<file path="config.mk">
export PLATFORM = sky130hd
export DESIGN_NAME = unit_layer
export DESIGN_NICKNAME = d
export VERILOG_FILES = /design/src/tactics_pkg.sv /design/src/unit_layer.sv
export SDC_FILE = /design/constraint.sdc
export NUM_CORES = 1
export LEC_CHECK = 0
export BUFFER_PORTS_ARGS = -buffer_cell sky130_fd_sc_hd__clkbuf_2
export CORE_ASPECT_RATIO = 1.2
export CORE_MARGIN = 2
export CORE_UTILIZATION = 37
export DETAILED_ROUTE_END_ITERATION = 12
export PLACE_DENSITY = 0.73
export SETUP_SLACK_MARGIN = 0.1
export SLEW_MARGIN = 10
export SYNTH_ARGS = -nofsm -noshare
export SYNTH_HDL_FRONTEND = slang
export SYNTH_SLANG_ARGS = --single-unit
</file>
<file path="constraint.sdc">
create_clock -name vclk -period 5.5
set_input_delay 0.825 -clock vclk [all_inputs]
set_output_delay 0.825 -clock vclk [all_outputs]
set_load 0.01 [all_outputs]
</file>
<file path="src/tactics_pkg.sv">
package tactics_pkg;

    ////////////////////////////////////////////////////////////////////////////
    // types
    ////////////////////////////////////////////////////////////////////////////

    typedef logic [11:0] rgb_t;        // 4:4:4
    typedef logic [10:0] coord_t;      // scrolled pixel coordinate
    typedef logic [10:0] map_addr_t;   // col + 40 * row
    typedef logic [3:0]  tile_kind_t;
    typedef logic [4:0]  tile_pix_t;   // position inside a tile
    typedef logic [6:0]  hp_t;
    typedef logic [3:0]  anim_count_t;

    typedef enum logic [1:0] {
        STATE_MOVE,
        STATE_ATTACK,
        STATE_HIT,
        STATE_IDLE
    } unit_state_e;

    typedef struct packed {
        logic hsync;   // active low
        logic vsync;   // active low
        logic de;
    } sync_t;

    typedef struct packed {
        map_addr_t map_addr;
        tile_pix_t tile_x;
        tile_pix_t tile_y;
    } scan_pos_t;

    typedef struct packed {
        map_addr_t   pos;
        hp_t         hp;
        unit_state_e state;
    } unit_t;

    typedef struct packed {
        rgb_t pixel;
        logic is_bar;   // health bar pixels never get tinted
    } layer_t;

    typedef struct packed {
        logic frame;
        logic tint;
        logic attack;   // picks attack colours over move colours
    } overlay_t;

    ////////////////////////////////////////////////////////////////////////////
    // timing and geometry
    ////////////////////////////////////////////////////////////////////////////

    localparam coord_t H_DISPLAY = 11'd640;
    localparam coord_t H_FRONT   = 11'd16;
    localparam coord_t H_SYNC    = 11'd96;
    localparam coord_t H_BACK    = 11'd48;
    localparam coord_t H_TOTAL   = 11'd800;
    localparam coord_t V_DISPLAY = 11'd480;
    localparam coord_t V_FRONT   = 11'd10;
    localparam coord_t V_SYNC    = 11'd2;
    localparam coord_t V_BACK    = 11'd33;
    localparam coord_t V_TOTAL   = 11'd525;

    localparam int        TILE_SHIFT = 5;
    localparam int        TILE_SIZE  = 32;
    localparam map_addr_t MAP_COLS   = 11'd40;
    localparam int        MAP_DEPTH  = 2048;

    localparam tile_pix_t BAR_TOP     = 5'd2;
    localparam tile_pix_t BAR_BOTTOM  = 5'd3;
    localparam tile_pix_t FRAME_WIDTH = 5'd2;
    localparam tile_pix_t BODY_LEFT   = 5'd8;
    localparam tile_pix_t BODY_RIGHT  = 5'd23;
    localparam tile_pix_t BODY_TOP    = 5'd6;
    localparam tile_pix_t BODY_BOTTOM = 5'd29;

    localparam hp_t         KNIGHT_HP_MAX   = 7'd127;
    localparam hp_t         WIZARD_HP_MAX   = 7'd80;
    localparam tile_kind_t  WALKABLE_LIMIT  = 4'd3;
    localparam anim_count_t HIT_FLASH_START = 4'd8;

    ////////////////////////////////////////////////////////////////////////////
    // palette
    ////////////////////////////////////////////////////////////////////////////

    localparam rgb_t COLOR_BAR_FULL  = 12'hC00;
    localparam rgb_t COLOR_BAR_EMPTY = 12'hFFF;
    localparam rgb_t COLOR_MOVE      = 12'h4AF;
    localparam rgb_t COLOR_ATTACK    = 12'hF22;
    localparam rgb_t TINT_MOVE       = 12'h010;
    localparam rgb_t TINT_ATTACK     = 12'h100;
    localparam rgb_t HIT_FLASH       = 12'h200;
    localparam rgb_t COLOR_KNIGHT    = 12'h44C;
    localparam rgb_t COLOR_WIZARD    = 12'hA4C;

    // grass, dirt, sand are walkable; water and rock from kind 3 on
    localparam rgb_t TILE_PALETTE [16] = '{
        12'h3A3, 12'h864, 12'hDC8, 12'h37C, 12'h666, 12'h252, 12'h543, 12'h999,
        12'h18A, 12'h732, 12'hAA6, 12'h424, 12'h5B8, 12'hB85, 12'h333, 12'hCCC
    };

endpackage

</file>
<file path="src/unit_layer.sv">
module unit_layer (
    input  tactics_pkg::scan_pos_t   pos_i,
    input  tactics_pkg::tile_kind_t  kind_i,
    input  tactics_pkg::unit_t       knight_i,
    input  tactics_pkg::unit_t       wizard_i,
    input  tactics_pkg::anim_count_t anim_count_i,
    output tactics_pkg::layer_t      layer_o
);
    import tactics_pkg::*;

    rgb_t tile_rgb;
    logic knight_here;
    logic wizard_here;

    ////////////////////////////////////////////////////////////////////////////
    // one unit on its tile: bar on top, flat body below
    ////////////////////////////////////////////////////////////////////////////

    function automatic layer_t draw_unit(
        input unit_t       unit,
        input hp_t         hp_max,
        input rgb_t        body_rgb,
        input scan_pos_t   pos,
        input rgb_t        back_rgb,
        input anim_count_t anim
    );
        logic [11:0] bar_len;
        logic        in_bar;
        logic        in_body;
        layer_t      res;

        bar_len = (12'(unit.hp) * 12'(TILE_SIZE)) / 12'(hp_max);   // 0..32 pixels
        in_bar  = (pos.tile_y >= BAR_TOP) && (pos.tile_y <= BAR_BOTTOM);
        in_body = (pos.tile_x >= BODY_LEFT) && (pos.tile_x <= BODY_RIGHT) &&
                  (pos.tile_y >= BODY_TOP) && (pos.tile_y <= BODY_BOTTOM);

        res.pixel  = back_rgb;
        res.is_bar = 1'b0;
        if (in_bar) begin
            res.is_bar = 1'b1;
            if (12'(pos.tile_x) < bar_len)
                res.pixel = COLOR_BAR_FULL;
            else
                res.pixel = COLOR_BAR_EMPTY;
        end else if (in_body) begin
            res.pixel = body_rgb;
            if (unit.state == STATE_HIT && anim > HIT_FLASH_START)
                res.pixel = body_rgb + HIT_FLASH;   // wraps in 12 bits
        end
        return res;
    endfunction

    ////////////////////////////////////////////////////////////////////////////
    // layer select
    ////////////////////////////////////////////////////////////////////////////

    assign tile_rgb    = TILE_PALETTE[kind_i];
    assign knight_here = (pos_i.map_addr == knight_i.pos) && (knight_i.hp != '0);
    assign wizard_here = (pos_i.map_addr == wizard_i.pos) && (wizard_i.hp != '0);

    always_comb begin
        if (knight_here) begin   // knight wins a shared tile
            layer_o = draw_unit(knight_i, KNIGHT_HP_MAX, COLOR_KNIGHT,
                                pos_i, tile_rgb, anim_count_i);
        end else if (wizard_here) begin
            layer_o = draw_unit(wizard_i, WIZARD_HP_MAX, COLOR_WIZARD,
                                pos_i, tile_rgb, anim_count_i);
        end else begin
            layer_o.pixel  = tile_rgb;
            layer_o.is_bar = 1'b0;
        end
    end

endmodule

</file>
# Word-level counts from Yosys, hierarchy flattened
# Memory sizes are Yosys's and may differ from the RTL's.
# Index checks and enable logic that the tools add are counted.
totals:
  register_bits: 0
  latchBits: 0
  ram_bits: 0
  rom_bits: 192
  input_bits: 69
  output_inout_bits: 13
  word_cells: 41
  n_memories: 1
mem_list:
  columns: ["name", "words", "word_bits", "rd", "rd_ports_with_merged_regs", "wr", "line_no", "rtl"]
  rows:
  - ["(name not given)", 16, 12, 1, 0, 0, "unit_layer.sv:57", "assign tile_rgb = TILE_PALETTE[kind_i];"]
classes:
  addsub: 0
  multipliers: 0
  div: 2
  magnitude_cmp: 10
  eq_ne: 4
  shift: 0
  n_mux: 13
  n_bitwise: 1
  n_reduce_logical: 10
ops:
  columns: ["cell", "n"]
  rows:
  - ["$mux 12", 6]
  - ["$mux 10", 3]
  - ["$mux 13", 2]
  - ["$div 12x7->12 const B", 2]
  - ["$lt 5x12->1", 2]
  - ["$eq 11x11->1", 2]
  - ["$reduce_bool 7->1", 2]
  - ["$mux 11", 1]
  - ["$le 5x5->1 const B", 2]
  - ["$logic_and 1x1->1", 8]
  - ["$ge 5x2->1 const B", 1]
  - ["$ge 5x3->1 const B", 1]
  - ["$ge 5x4->1 const B", 1]
  - ["$ge 5x5->1 const B", 1]
  - ["$le 5x2->1 const B", 1]
  - ["$not 4->5", 1]
  - ["$eq 2x2->1 const B", 2]
  - ["$gt 4x4->1 const B", 1]
  - ["$mux 1", 1]

# Depth between registers and ports, before layout
# Gate-level depths: netlist (run 1).
depth:
  word_depth: 8
  depth_mapped: 23
  mapped_depth_nobuf: 21

# Least setup slack after synthesis (run 1)
# No wires, ideal clock.
synth_path:
  path_kind: "input -> output"
  startpoint: "input port wizard_i[5] (netlist bit)"
  endpoint: "output port layer_o[3] (netlist bit)"
  t_arrival_ns: 4.531
  required_ns: 4.675
  path_slack_ns: 0.144
  cell_stages: 21
  n_path_buf: 2
  path_cell_list: "clkbuf_1 > buf_2 > nand2b_1 > a21oi_1 > a31oi_1 > o22ai_1 > a21oi_1 > xnor2_1 > ha_1 > inv_1 > a221o_1 > a21oi_1 > a211o_1 > nor2_1 > ha_1 > nand4_1 > nor3_1 > or3b_1 > a32oi_2 > o211ai_4 > o2111ai_1"
synth_rtl:
  columns: ["item", "line_no", "rtl"]
  rows:
  - ["from (decl)", "unit_layer.sv:5", "input tactics_pkg::unit_t wizard_i,"]
  - ["to (decl)", "unit_layer.sv:7", "output tactics_pkg::layer_t layer_o"]

==> flow_metrics.env, run 1 <==
export IMPL_vdd_drop_max_v=0.0000533
export IMPL_avgSynthCellArea_um2=6.41
export IMPL_synth_area_leader_cell="xor2_1"
export IMPL_gp_congestion=0.928
export IMPL_status="finished, final reports clean"
export IMPL_p_per_area_mw_per_mm2=90.3
export IMPL_critical_path_class="primary input to output port"
export IMPL_nets=491
export IMPL_final_cell_mix="69 x clkbuf_2, 40 x nand2_1, 31 x buf_4"
export IMPL_firstDrtPassIters=4
export IMPL_drive_gt1_frac=0.352
export IMPL_ys_seq_area_frac=0
export IMPL_crit_fanout=8
export IMPL_finalCriticalPeriod_ns=5.26
export IMPL_layout_commonest_cell="clkbuf_2"
export IMPL_n_antenna_cell=0
export IMPL_slowest_delay_ns=0.58
export IMPL_cp_top_family="compound AO/OA/AOI/OAI gates"
export IMPL_core_mm2=0.00523
export IMPL_min_period_over_period=0.956
export IMPL_postLayoutCellArea_mm2=0.00279
export IMPL_drc_errors=0
export IMPL_crit_required_ns=4.68
export IMPL_netlist_area_mm2=0.00199
export IMPL_grt_setup_unrepaired="true"
export IMPL_slew_headroom=0.518
export IMPL_dp_cells=459
export IMPL_synth_cell_types=64
export IMPL_worst_path_most_repeated_cell="a21oi_2"
export IMPL_hold_viol_final=0
export IMPL_dpl_instance_area_mm2=0.00257
export IMPL_whs_endpoint="layer_o[6]"
export IMPL_vias=2728
export IMPL_gr_total_overflow=0
export IMPL_slew_violations=0
export IMPL_die_x_um=70.9
export IMPL_cp_arrival_ns=4.44
export IMPL_syn_nets=393
export IMPL_netlist_area_leader_share=0.0926
export IMPL_hold_slack_ns=2.20
export IMPL_setup_tns_final_ns=0
export IMPL_start_util=0.380
export IMPL_crit_path_end_kind="output port"
export IMPL_yosys_warnings=0
export IMPL_ant_nets=0
export IMPL_seq_cells=0
export IMPL_detailedRoute_firstIterationViolations=131
export IMPL_grt_pass1_wl_mm=11.0
export IMPL_tightest_slew_ns=0.716
export IMPL_pin_count=82
export IMPL_dieArea_mm2=0.00597
export IMPL_finalNonFillerCells=468
export IMPL_finalPower_uw=252
export IMPL_grt_pass1_vias=2509
export IMPL_slowest_stage="or4_4"
export IMPL_start_kind="primary input"
export IMPL_vias_per_cell=5.83
export IMPL_p_leak_uw=0.00130
export IMPL_multi_input_area_mm2=0.00201
export IMPL_holdCritStartpoint="kind_i[1]"
export IMPL_antenna_found_initial=0
export IMPL_fmax_ghz=0.190
export IMPL_hp_class="primary input to output port"
export IMPL_num_rows=29
export IMPL_area_growth_pct=40.6
export IMPL_n_fill_cell=529
export IMPL_yosys_top_cells_area="xor2_1 9.3%, ha_1 8.8%, nand2_1 7.6%"
export IMPL_maxCapViolCount=0
export IMPL_wl_per_cell_um=14.4
export IMPL_hold_depth=5
export IMPL_grt_max_degree=23
export IMPL_place_port_buffers=81
export IMPL_synthCells=310
export IMPL_critical_path_buf_inv_count=3
export IMPL_hpwl_mm=5.50
export IMPL_routed_wl_mm=6.73
export IMPL_groute_usage_overall=0.214
export IMPL_layout_area_seq_um2=0
export IMPL_die_y_um=84.3
export IMPL_setup_violations=0
export IMPL_crit_path_cell_trace="buf_12 -> or2b_1 -> a21oi_2 -> o22ai_2 -> a21oi_4 -> xnor2_2 -> ha_2 -> inv_2 -> a221o_1 -> a21oi_2 -> a211o_1 -> nor2_2 -> ha_1 -> nand4_1 -> or4_4 -> a32oi_4 -> o211ai_4 -> o2111ai_1 -> buf_2"
export IMPL_clock_buffers=0
logic make-up (layout without fill, tap and decap cells):
kind of cell,count (synthesis),count (layout),synth area share
XOR/XNOR,26,26,0.115
AO/OA/AOI/OAI,101,102,0.347
adder cells (fa/ha/maj),14,14,0.0882
multiplexers,4,4,0.0227
AND/OR/NAND/NOR,138,138,0.375
buffers and inverters,27,122,0.0529
what timing repair did:
action	in CTS	in global routing
pin swaps	5	21
setup endpoints to repair	10	10
gates cloned	1	0
setup buffers	2	6
hold buffers	0	0
gates resized for setup	9	39
cells in the mapped netlist, types with 4 or more instances:
cell type  count
a211oi_1       4
nor2_1        16
ha_1          14
o21ai_0       19
nand2_1       40
xor2_1        21
clkbuf_1      12
nand4_1        6
o211ai_1       4
nor3_1        11
o2111ai_1      4
a31oi_1        8
a21oi_1       26
nor2b_1        5
nor4b_1        4
inv_1         10
nand2b_1       6
o22ai_1        4
nor4_1         6
xnor2_1        5
nand3_1       17
worst max path at each step:
stage,slack [ns],end,startpoint,cells after the start
2_1_floorplan,0.14,layer_o[3],wizard_i[5],21
3_3_place_gp,0.06,layer_o[4],wizard_i[8],21
3_5_place_dp,-0.06,layer_o[7],wizard_i[8],21
4_1_cts,0.11,layer_o[7],wizard_i[8],20
5_1_grt,0.02,layer_o[5],wizard_i[8],19
6_report,0.24,layer_o[7],wizard_i[8],19
power breakdown:
part | switching [µW] | internal, µW | total [µW]
registers | 0 | 0 | 0
logic | 135 | 118 | 252
clock network | 0 | 0 | 0
cell type report:
class / count / area share
inverter: 11 / 0.0148
multi-input combinational: 284 / 0.721
tap: 62 / 0.0278
timing repair buffer: 111 / 0.237
stage by stage:
step / setup slack [ns] / util
2_1_floorplan: 0.144 / -
3_3_place_gp: 0.0595 / 0.492
3_5_place_dp: -0.0571 / 0.492
4_1_cts: 0.108 / 0.505
5_1_grt: 0.0234 / 0.534
6_report: 0.240 / 0.534
layer usage:
layer | vias to the layer above | track usage | part of all wire
li1 | 1385 | - | -
met1 | 1239 | 0.253 | 0.40
met2 | 94 | 0.414 | 0.53
met3 | 10 | 0.00960 | 0.052
met4 | 0 | 0.0532 | 0.019
met5 | - | 0 | 0
worst min-delay path, delay by kind of cell:
kind	cells	cell delay (ns)
buffers and inverters	2	0.31
and+or+nand+nor	2	0.14
AOI/OAI and AO/OA	1	0.11
Note: power is estimated with default switching activity, not from simulation.
==> inputs of run 2 (changes only) <==
- BUFFER_PORTS_ARGS: -buffer_cell sky130_fd_sc_hd__clkbuf_2 -> -buffer_cell sky130_fd_sc_hd__buf_4
- clock period: 5.5 -> 4.73 ns (I/O delays scaled with it)
==> flow_metrics.env, run 2 (synthesized netlist as in run 1, its figures left out) <==
export IMPL_dpl_instance_area_mm2=0.00296
export IMPL_p_int_uw=175
export IMPL_multi_input_area_mm2=0.00207
export IMPL_detailedRoute_firstIterationViolations=162
export IMPL_gr_total_overflow=0
export IMPL_n_antenna_cell=0
export IMPL_grt_max_degree=23
export IMPL_cts_hold_buf=0
export IMPL_drc_errors=0
export IMPL_finalCriticalPeriod_ns=5.16
export IMPL_die_y_um=84.3
export IMPL_firstDrtPassIters=4
export IMPL_vias_per_cell=5.80
export IMPL_critical_path_class="primary input to output port"
export IMPL_comb_power_share=1.000
export IMPL_die_x_um=70.9
export IMPL_gp_congestion=0.904
export IMPL_crit_fanout=5
export IMPL_crit_required_ns=4.02
export IMPL_start_kind="primary input"
export IMPL_antenna_found_initial=0
export IMPL_num_rows=29
export IMPL_postLayoutCellArea_mm2=0.00318
export IMPL_pwr_share_clk=0
export IMPL_finalPower_uw=340
export IMPL_wl_per_cell_um=14.8
export IMPL_hp_class="primary input to output port"
export IMPL_layout_area_seq_um2=0
export IMPL_routed_wl_mm=7.11
export IMPL_final_cell_mix="113 x buf_4, 40 x nand2_1, 22 x a21oi_1"
export IMPL_crit_path_end_kind="output port"
export IMPL_min_period_over_period=1.09
export IMPL_slew_headroom=0.516
export IMPL_maxCapViolCount=0
export IMPL_grt_pass1_wl_mm=12.0
export IMPL_switching_share=0.486
export IMPL_grt_pass1_vias=2672
export IMPL_p_seq_frac=0
export IMPL_violations="negative setup slack"
export IMPL_crit_end="layer_o[1]"
export IMPL_p_switching_uw=165
export IMPL_dieArea_mm2=0.00597
export IMPL_cp_arrival_ns=4.45
export IMPL_cp_startpoint="wizard_i[8]"
export IMPL_start_util=0.380
export IMPL_p_per_area_mw_per_mm2=107
export IMPL_p_leak_uw=0.00145
export IMPL_tightest_slew_ns=0.718
export IMPL_worst_slack_ns=-0.428
export IMPL_hold_viol_final=0
export IMPL_drive_gt1_frac=0.394
export IMPL_vdd_drop_max_v=0.0000557
export IMPL_pin_count=82
export IMPL_core_mm2=0.00523
export IMPL_n_fill_cell=495
export IMPL_groute_usage_overall=0.234
export IMPL_hpwl_mm=5.79
export IMPL_seq_cells=0
export IMPL_area_growth_pct=60.0
export IMPL_layout_commonest_cell="buf_4"
export IMPL_pre_cts_slack_ns=-0.429
export IMPL_fmax_ghz=0.194
export IMPL_slew_violations=0
export IMPL_nets=504
export IMPL_vias=2789
export IMPL_hold_depth=5
export IMPL_place_port_buffers=81
export IMPL_setup_violations=10
export IMPL_status="finished with violations"
export IMPL_clock_buffers=0
export IMPL_final_util=0.608
export IMPL_ant_nets=0
export IMPL_grt_setup_unrepaired="true"
## run 2: cell count changes in the layout (fill, tap and decap cells not counted), moves of 3 or more
cell / delta
buf_6: +6
buf_2: -8
o2111ai_1: -3
clkbuf_2: -69
nand3_1: -6
nand3_2: +6
o2111ai_2: +3
buf_4: +82
## run 2: power by group through the flow
stage | combinational [µW] | sequential, µW | clock [µW]
6_report | 340 | 0 | 0
5_1_grt | 375 | 0 | 0
4_1_cts | 321 | 0 | 0
3_5_place_dp | 302 | 0 | 0
3_3_place_gp | 297 | 0 | 0
2_1_floorplan | 176 | 0 | 0
## run 2: timing repair
item                       in CTS  in global routing
resized for setup              14                 14
buffers inserted                4                  5
setup endpoints to repair      10                 10
pin swaps                       8                 19
gates cloned                    1                  0
## run 2: worst min path at each step
stage	slack, ns	startpoint	endpoint
6_report	1.89	kind_i[1]	layer_o[6]
5_1_grt	1.94	kind_i[1]	layer_o[6]
4_1_cts	1.89	kind_i[1]	layer_o[6]
3_5_place_dp	1.90	kind_i[1]	layer_o[6]
3_3_place_gp	1.89	kind_i[1]	layer_o[6]
2_1_floorplan	1.62	kind_i[1]	layer_o[6]
## run 2: cell type report
type	instances	area share
well taps	62	0.0244
inverters	11	0.0130
multi-input cells	284	0.652
repair buffers	124	0.311
## run 2: metal layers
metal | wire length (µm) | vias up | part of all wire | GRT usage
li1 | - | 1407 | - | -
met4 | 125 | 0 | 0.018 | 0.0463
met3 | 259 | 8 | 0.036 | 0.0156
met2 | 3930 | 74 | 0.55 | 0.452
met1 | 2790 | 1300 | 0.39 | 0.278
met5 | 0 | - | 0 | 0
## run 2: critical path: stages
cell and delay (ns):
buf_8 0.11, or2b_1 0.24, a21oi_1 0.21, o22ai_2 0.12, a21oi_4 0.16, xnor2_2 0.14
ha_2 0.22, inv_2 0.05, a221o_1 0.32, a21oi_2 0.14, a211o_1 0.17, nor2_2 0.07
ha_4 0.26, nand4_1 0.11, nor3_2 0.22, or3b_4 0.41, a32oi_4 0.32, buf_6 0.15
o211ai_4 0.09, nand3_2 0.11, buf_6 0.10
## run 2: stage by stage
step / hold WS, ns / setup TNS [ns] / cells
after floorplan: 1.62 / -0.207 / 310
after global placement: 1.89 / -3.04 / 471
after detailed placement: 1.90 / -3.96 / 471
after CTS: 1.89 / -2.75 / 476
after global routing: 1.94 / -6.41 / 481
final: 1.89 / -3.99 / 481
==> inputs of run 3 (changes only) <==
- ABC_AREA: default -> 1
- PLACE_DENSITY: 0.73 -> 0.71
- clock period: 4.73 -> 6.3 ns (I/O delays scaled with it)
==> flow_metrics.env, run 3 <==
export IMPL_status="finished, final reports clean"
export IMPL_gr_total_overflow=0
export IMPL_hpwl_mm=4.48
export IMPL_die_y_um=81.6
export IMPL_place_port_buffers=81
export IMPL_hp_class="primary input to output port"
export IMPL_hold_slack_ns=2.40
export IMPL_tightest_slew_ns=0.584
export IMPL_busiest_layer="met2"
export IMPL_drive_gt1_frac=0.300
export IMPL_maxCapViolCount=0
export IMPL_critical_path_class="primary input to output port"
export IMPL_slew_headroom=0.607
export IMPL_ant_nets=0
export IMPL_p_seq_frac=0
export IMPL_setup_tns_final_ns=0
export IMPL_cts_resized_gates=0
export IMPL_seq_cells=0
export IMPL_wl_per_cell_um=11.0
export IMPL_yosys_warnings=0
export IMPL_dieArea_mm2=0.00560
export IMPL_p_int_uw=107
export IMPL_vias_per_cell=4.97
export IMPL_netlist_area_mm2=0.00185
export IMPL_p_leak_uw=0.00136
export IMPL_final_cell_mix="81 x buf_4, 58 x nand2_1, 52 x inv_1"
export IMPL_grtUsageMet1=0.243
export IMPL_drc_errors=0
export IMPL_antenna_found_initial=0
export IMPL_pin_count=82
export IMPL_n_antenna_cell=0
export IMPL_switching_share=0.554
export IMPL_area_growth_pct=36.0
export IMPL_yosys_top_cells_area="nand2_1 12%, inv_1 11%, ha_1 9.4%"
export IMPL_worst_path_most_repeated_cell="nand2_1"
export IMPL_nets=491
export IMPL_cts_hold_buf=0
export IMPL_pre_cts_slack_ns=1.23
export IMPL_synthCells=329
export IMPL_pwr_share_clk=0
export IMPL_crit_required_ns=5.35
export IMPL_n_fill_cell=520
export IMPL_avgSynthCellArea_um2=5.64
export IMPL_routed_wl_mm=5.14
export IMPL_comb_power_share=1.000
export IMPL_cts_post_setup_buffers_inserted=0
export IMPL_detailedRoute_firstIterationViolations=101
export IMPL_grt_pass1_wl_mm=8.54
export IMPL_met3_usage=0.0123
export IMPL_p_switching_uw=133
export IMPL_p_per_area_mw_per_mm2=95.1
export IMPL_start_kind="primary input"
export IMPL_synth_cell_types=32
export IMPL_slew_violations=0
export IMPL_ys_seq_area_frac=0
export IMPL_slowest_stage="o21ai_1"
export IMPL_grt_setup_unrepaired="false"
export IMPL_setup_violations=0
export IMPL_slowest_delay_ns=0.19
export IMPL_synth_area_leader_cell="nand2_1"
export IMPL_cp_arrival_ns=4.11
export IMPL_yosysMostFrequentCell="nand2_1"
export IMPL_crit_fanout=9
export IMPL_layout_area_seq_um2=0
export IMPL_netlist_area_leader_share=0.117
export IMPL_finalCriticalPeriod_ns=5.06
export IMPL_grt_max_degree=15
export IMPL_clock_buffers=0
export IMPL_synthTopCellsByCount="58 x nand2_1, 52 x inv_1, 38 x nor2_1"
export IMPL_num_rows=28
export IMPL_die_x_um=68.6
export IMPL_gp_congestion=0.869
export IMPL_start_util=0.381
export IMPL_firstDrtPassIters=4
export IMPL_core_mm2=0.00487
export IMPL_layout_commonest_cell="buf_4"
export IMPL_grt_pass1_vias=2109
export IMPL_grt_util_met2=0.340
export IMPL_min_period_over_period=0.803
export IMPL_crit_path_end_kind="output port"
export IMPL_fmax_ghz=0.198
export IMPL_vdd_drop_max_v=0.0000362
export IMPL_syn_nets=412
export IMPL_worst_slack_ns=1.24
export IMPL_vias=2317
export IMPL_groute_usage_overall=0.186
export IMPL_hold_viol_final=0
==> run 3: cell count changes in the layout (fill, tap and decap cells not counted), moves of 7 or more <==
cell / before / now
inv_1: 9 / 52
buf_4: 113 / 81
nor2_1: 14 / 38
nand2_1: 40 / 58
nand2_2: 0 / 10
xor2_1: 21 / 11
xnor2_1: 4 / 13
buf_6: 8 / 0
inv_2: 1 / 8
==> run 3: logic make-up (layout without fill, tap and decap cells) <==
| kind of cell | after synthesis | after routing | synth area share |
|---|---|---|---|
| AOI/OAI and AO/OA | 67 | 67 | 0.221 |
| xor gates and xnor gates | 24 | 24 | 0.113 |
| adders and majority gates | 14 | 14 | 0.0945 |
| buffers and inverters | 65 | 142 | 0.132 |
| and+or+nand+nor | 159 | 159 | 0.439 |
==> run 3: worst paths after layout <==
check / start / end / cells past startpoint
setup / recovery: wizard_i[7] / layer_o[8] / 34
hold / removal: kind_i[3] / layer_o[11] / 4
==> run 3: critical path, delay by kind of cell <==
family	cells	cell delay, ns
adders and majority gates	1	0.17
and+or+nand+nor	23	1.86
AOI/OAI and AO/OA	3	0.54
buffers and inverters	7	0.59
==> run 3: final cells by class <==
class | count | area, µm² | share of cell area
inverters | 61 | 229 | 0.0908
multi-input cells | 264 | 1610 | 0.638
well taps | 60 | 75.1 | 0.0298
repair buffers | 81 | 608 | 0.241
==> run 3: per-stage QoR <==
step	instance area, µm²	utilization	total power (µW)	cells
6_report	2520	0.518	240	466
5_1_grt	2520	0.518	271	466
3_3_place_gp	2520	0.518	237	466
3_5_place_dp	2520	0.518	240	466
4_1_cts	2520	0.518	241	466
2_1_floorplan	1850	-	162	329
==> run 3: power groups by stage <==
stage	combinational (µW)	sequential [µW]	clock [µW]
3_5_place_dp	240	0	0
6_report	240	0	0
3_3_place_gp	237	0	0
4_1_cts	241	0	0
2_1_floorplan	162	0	0
5_1_grt	271	0	0
==> run 3: metal layers <==
| metal | vias to the layer above | wire (µm) |
|---|---|---|
| met3 | 2 | 294 |
| met1 | 999 | 2340 |
| met2 | 68 | 2480 |
| met4 | 0 | 18 |
| met5 | - | 0 |
| li1 | 1248 | - |
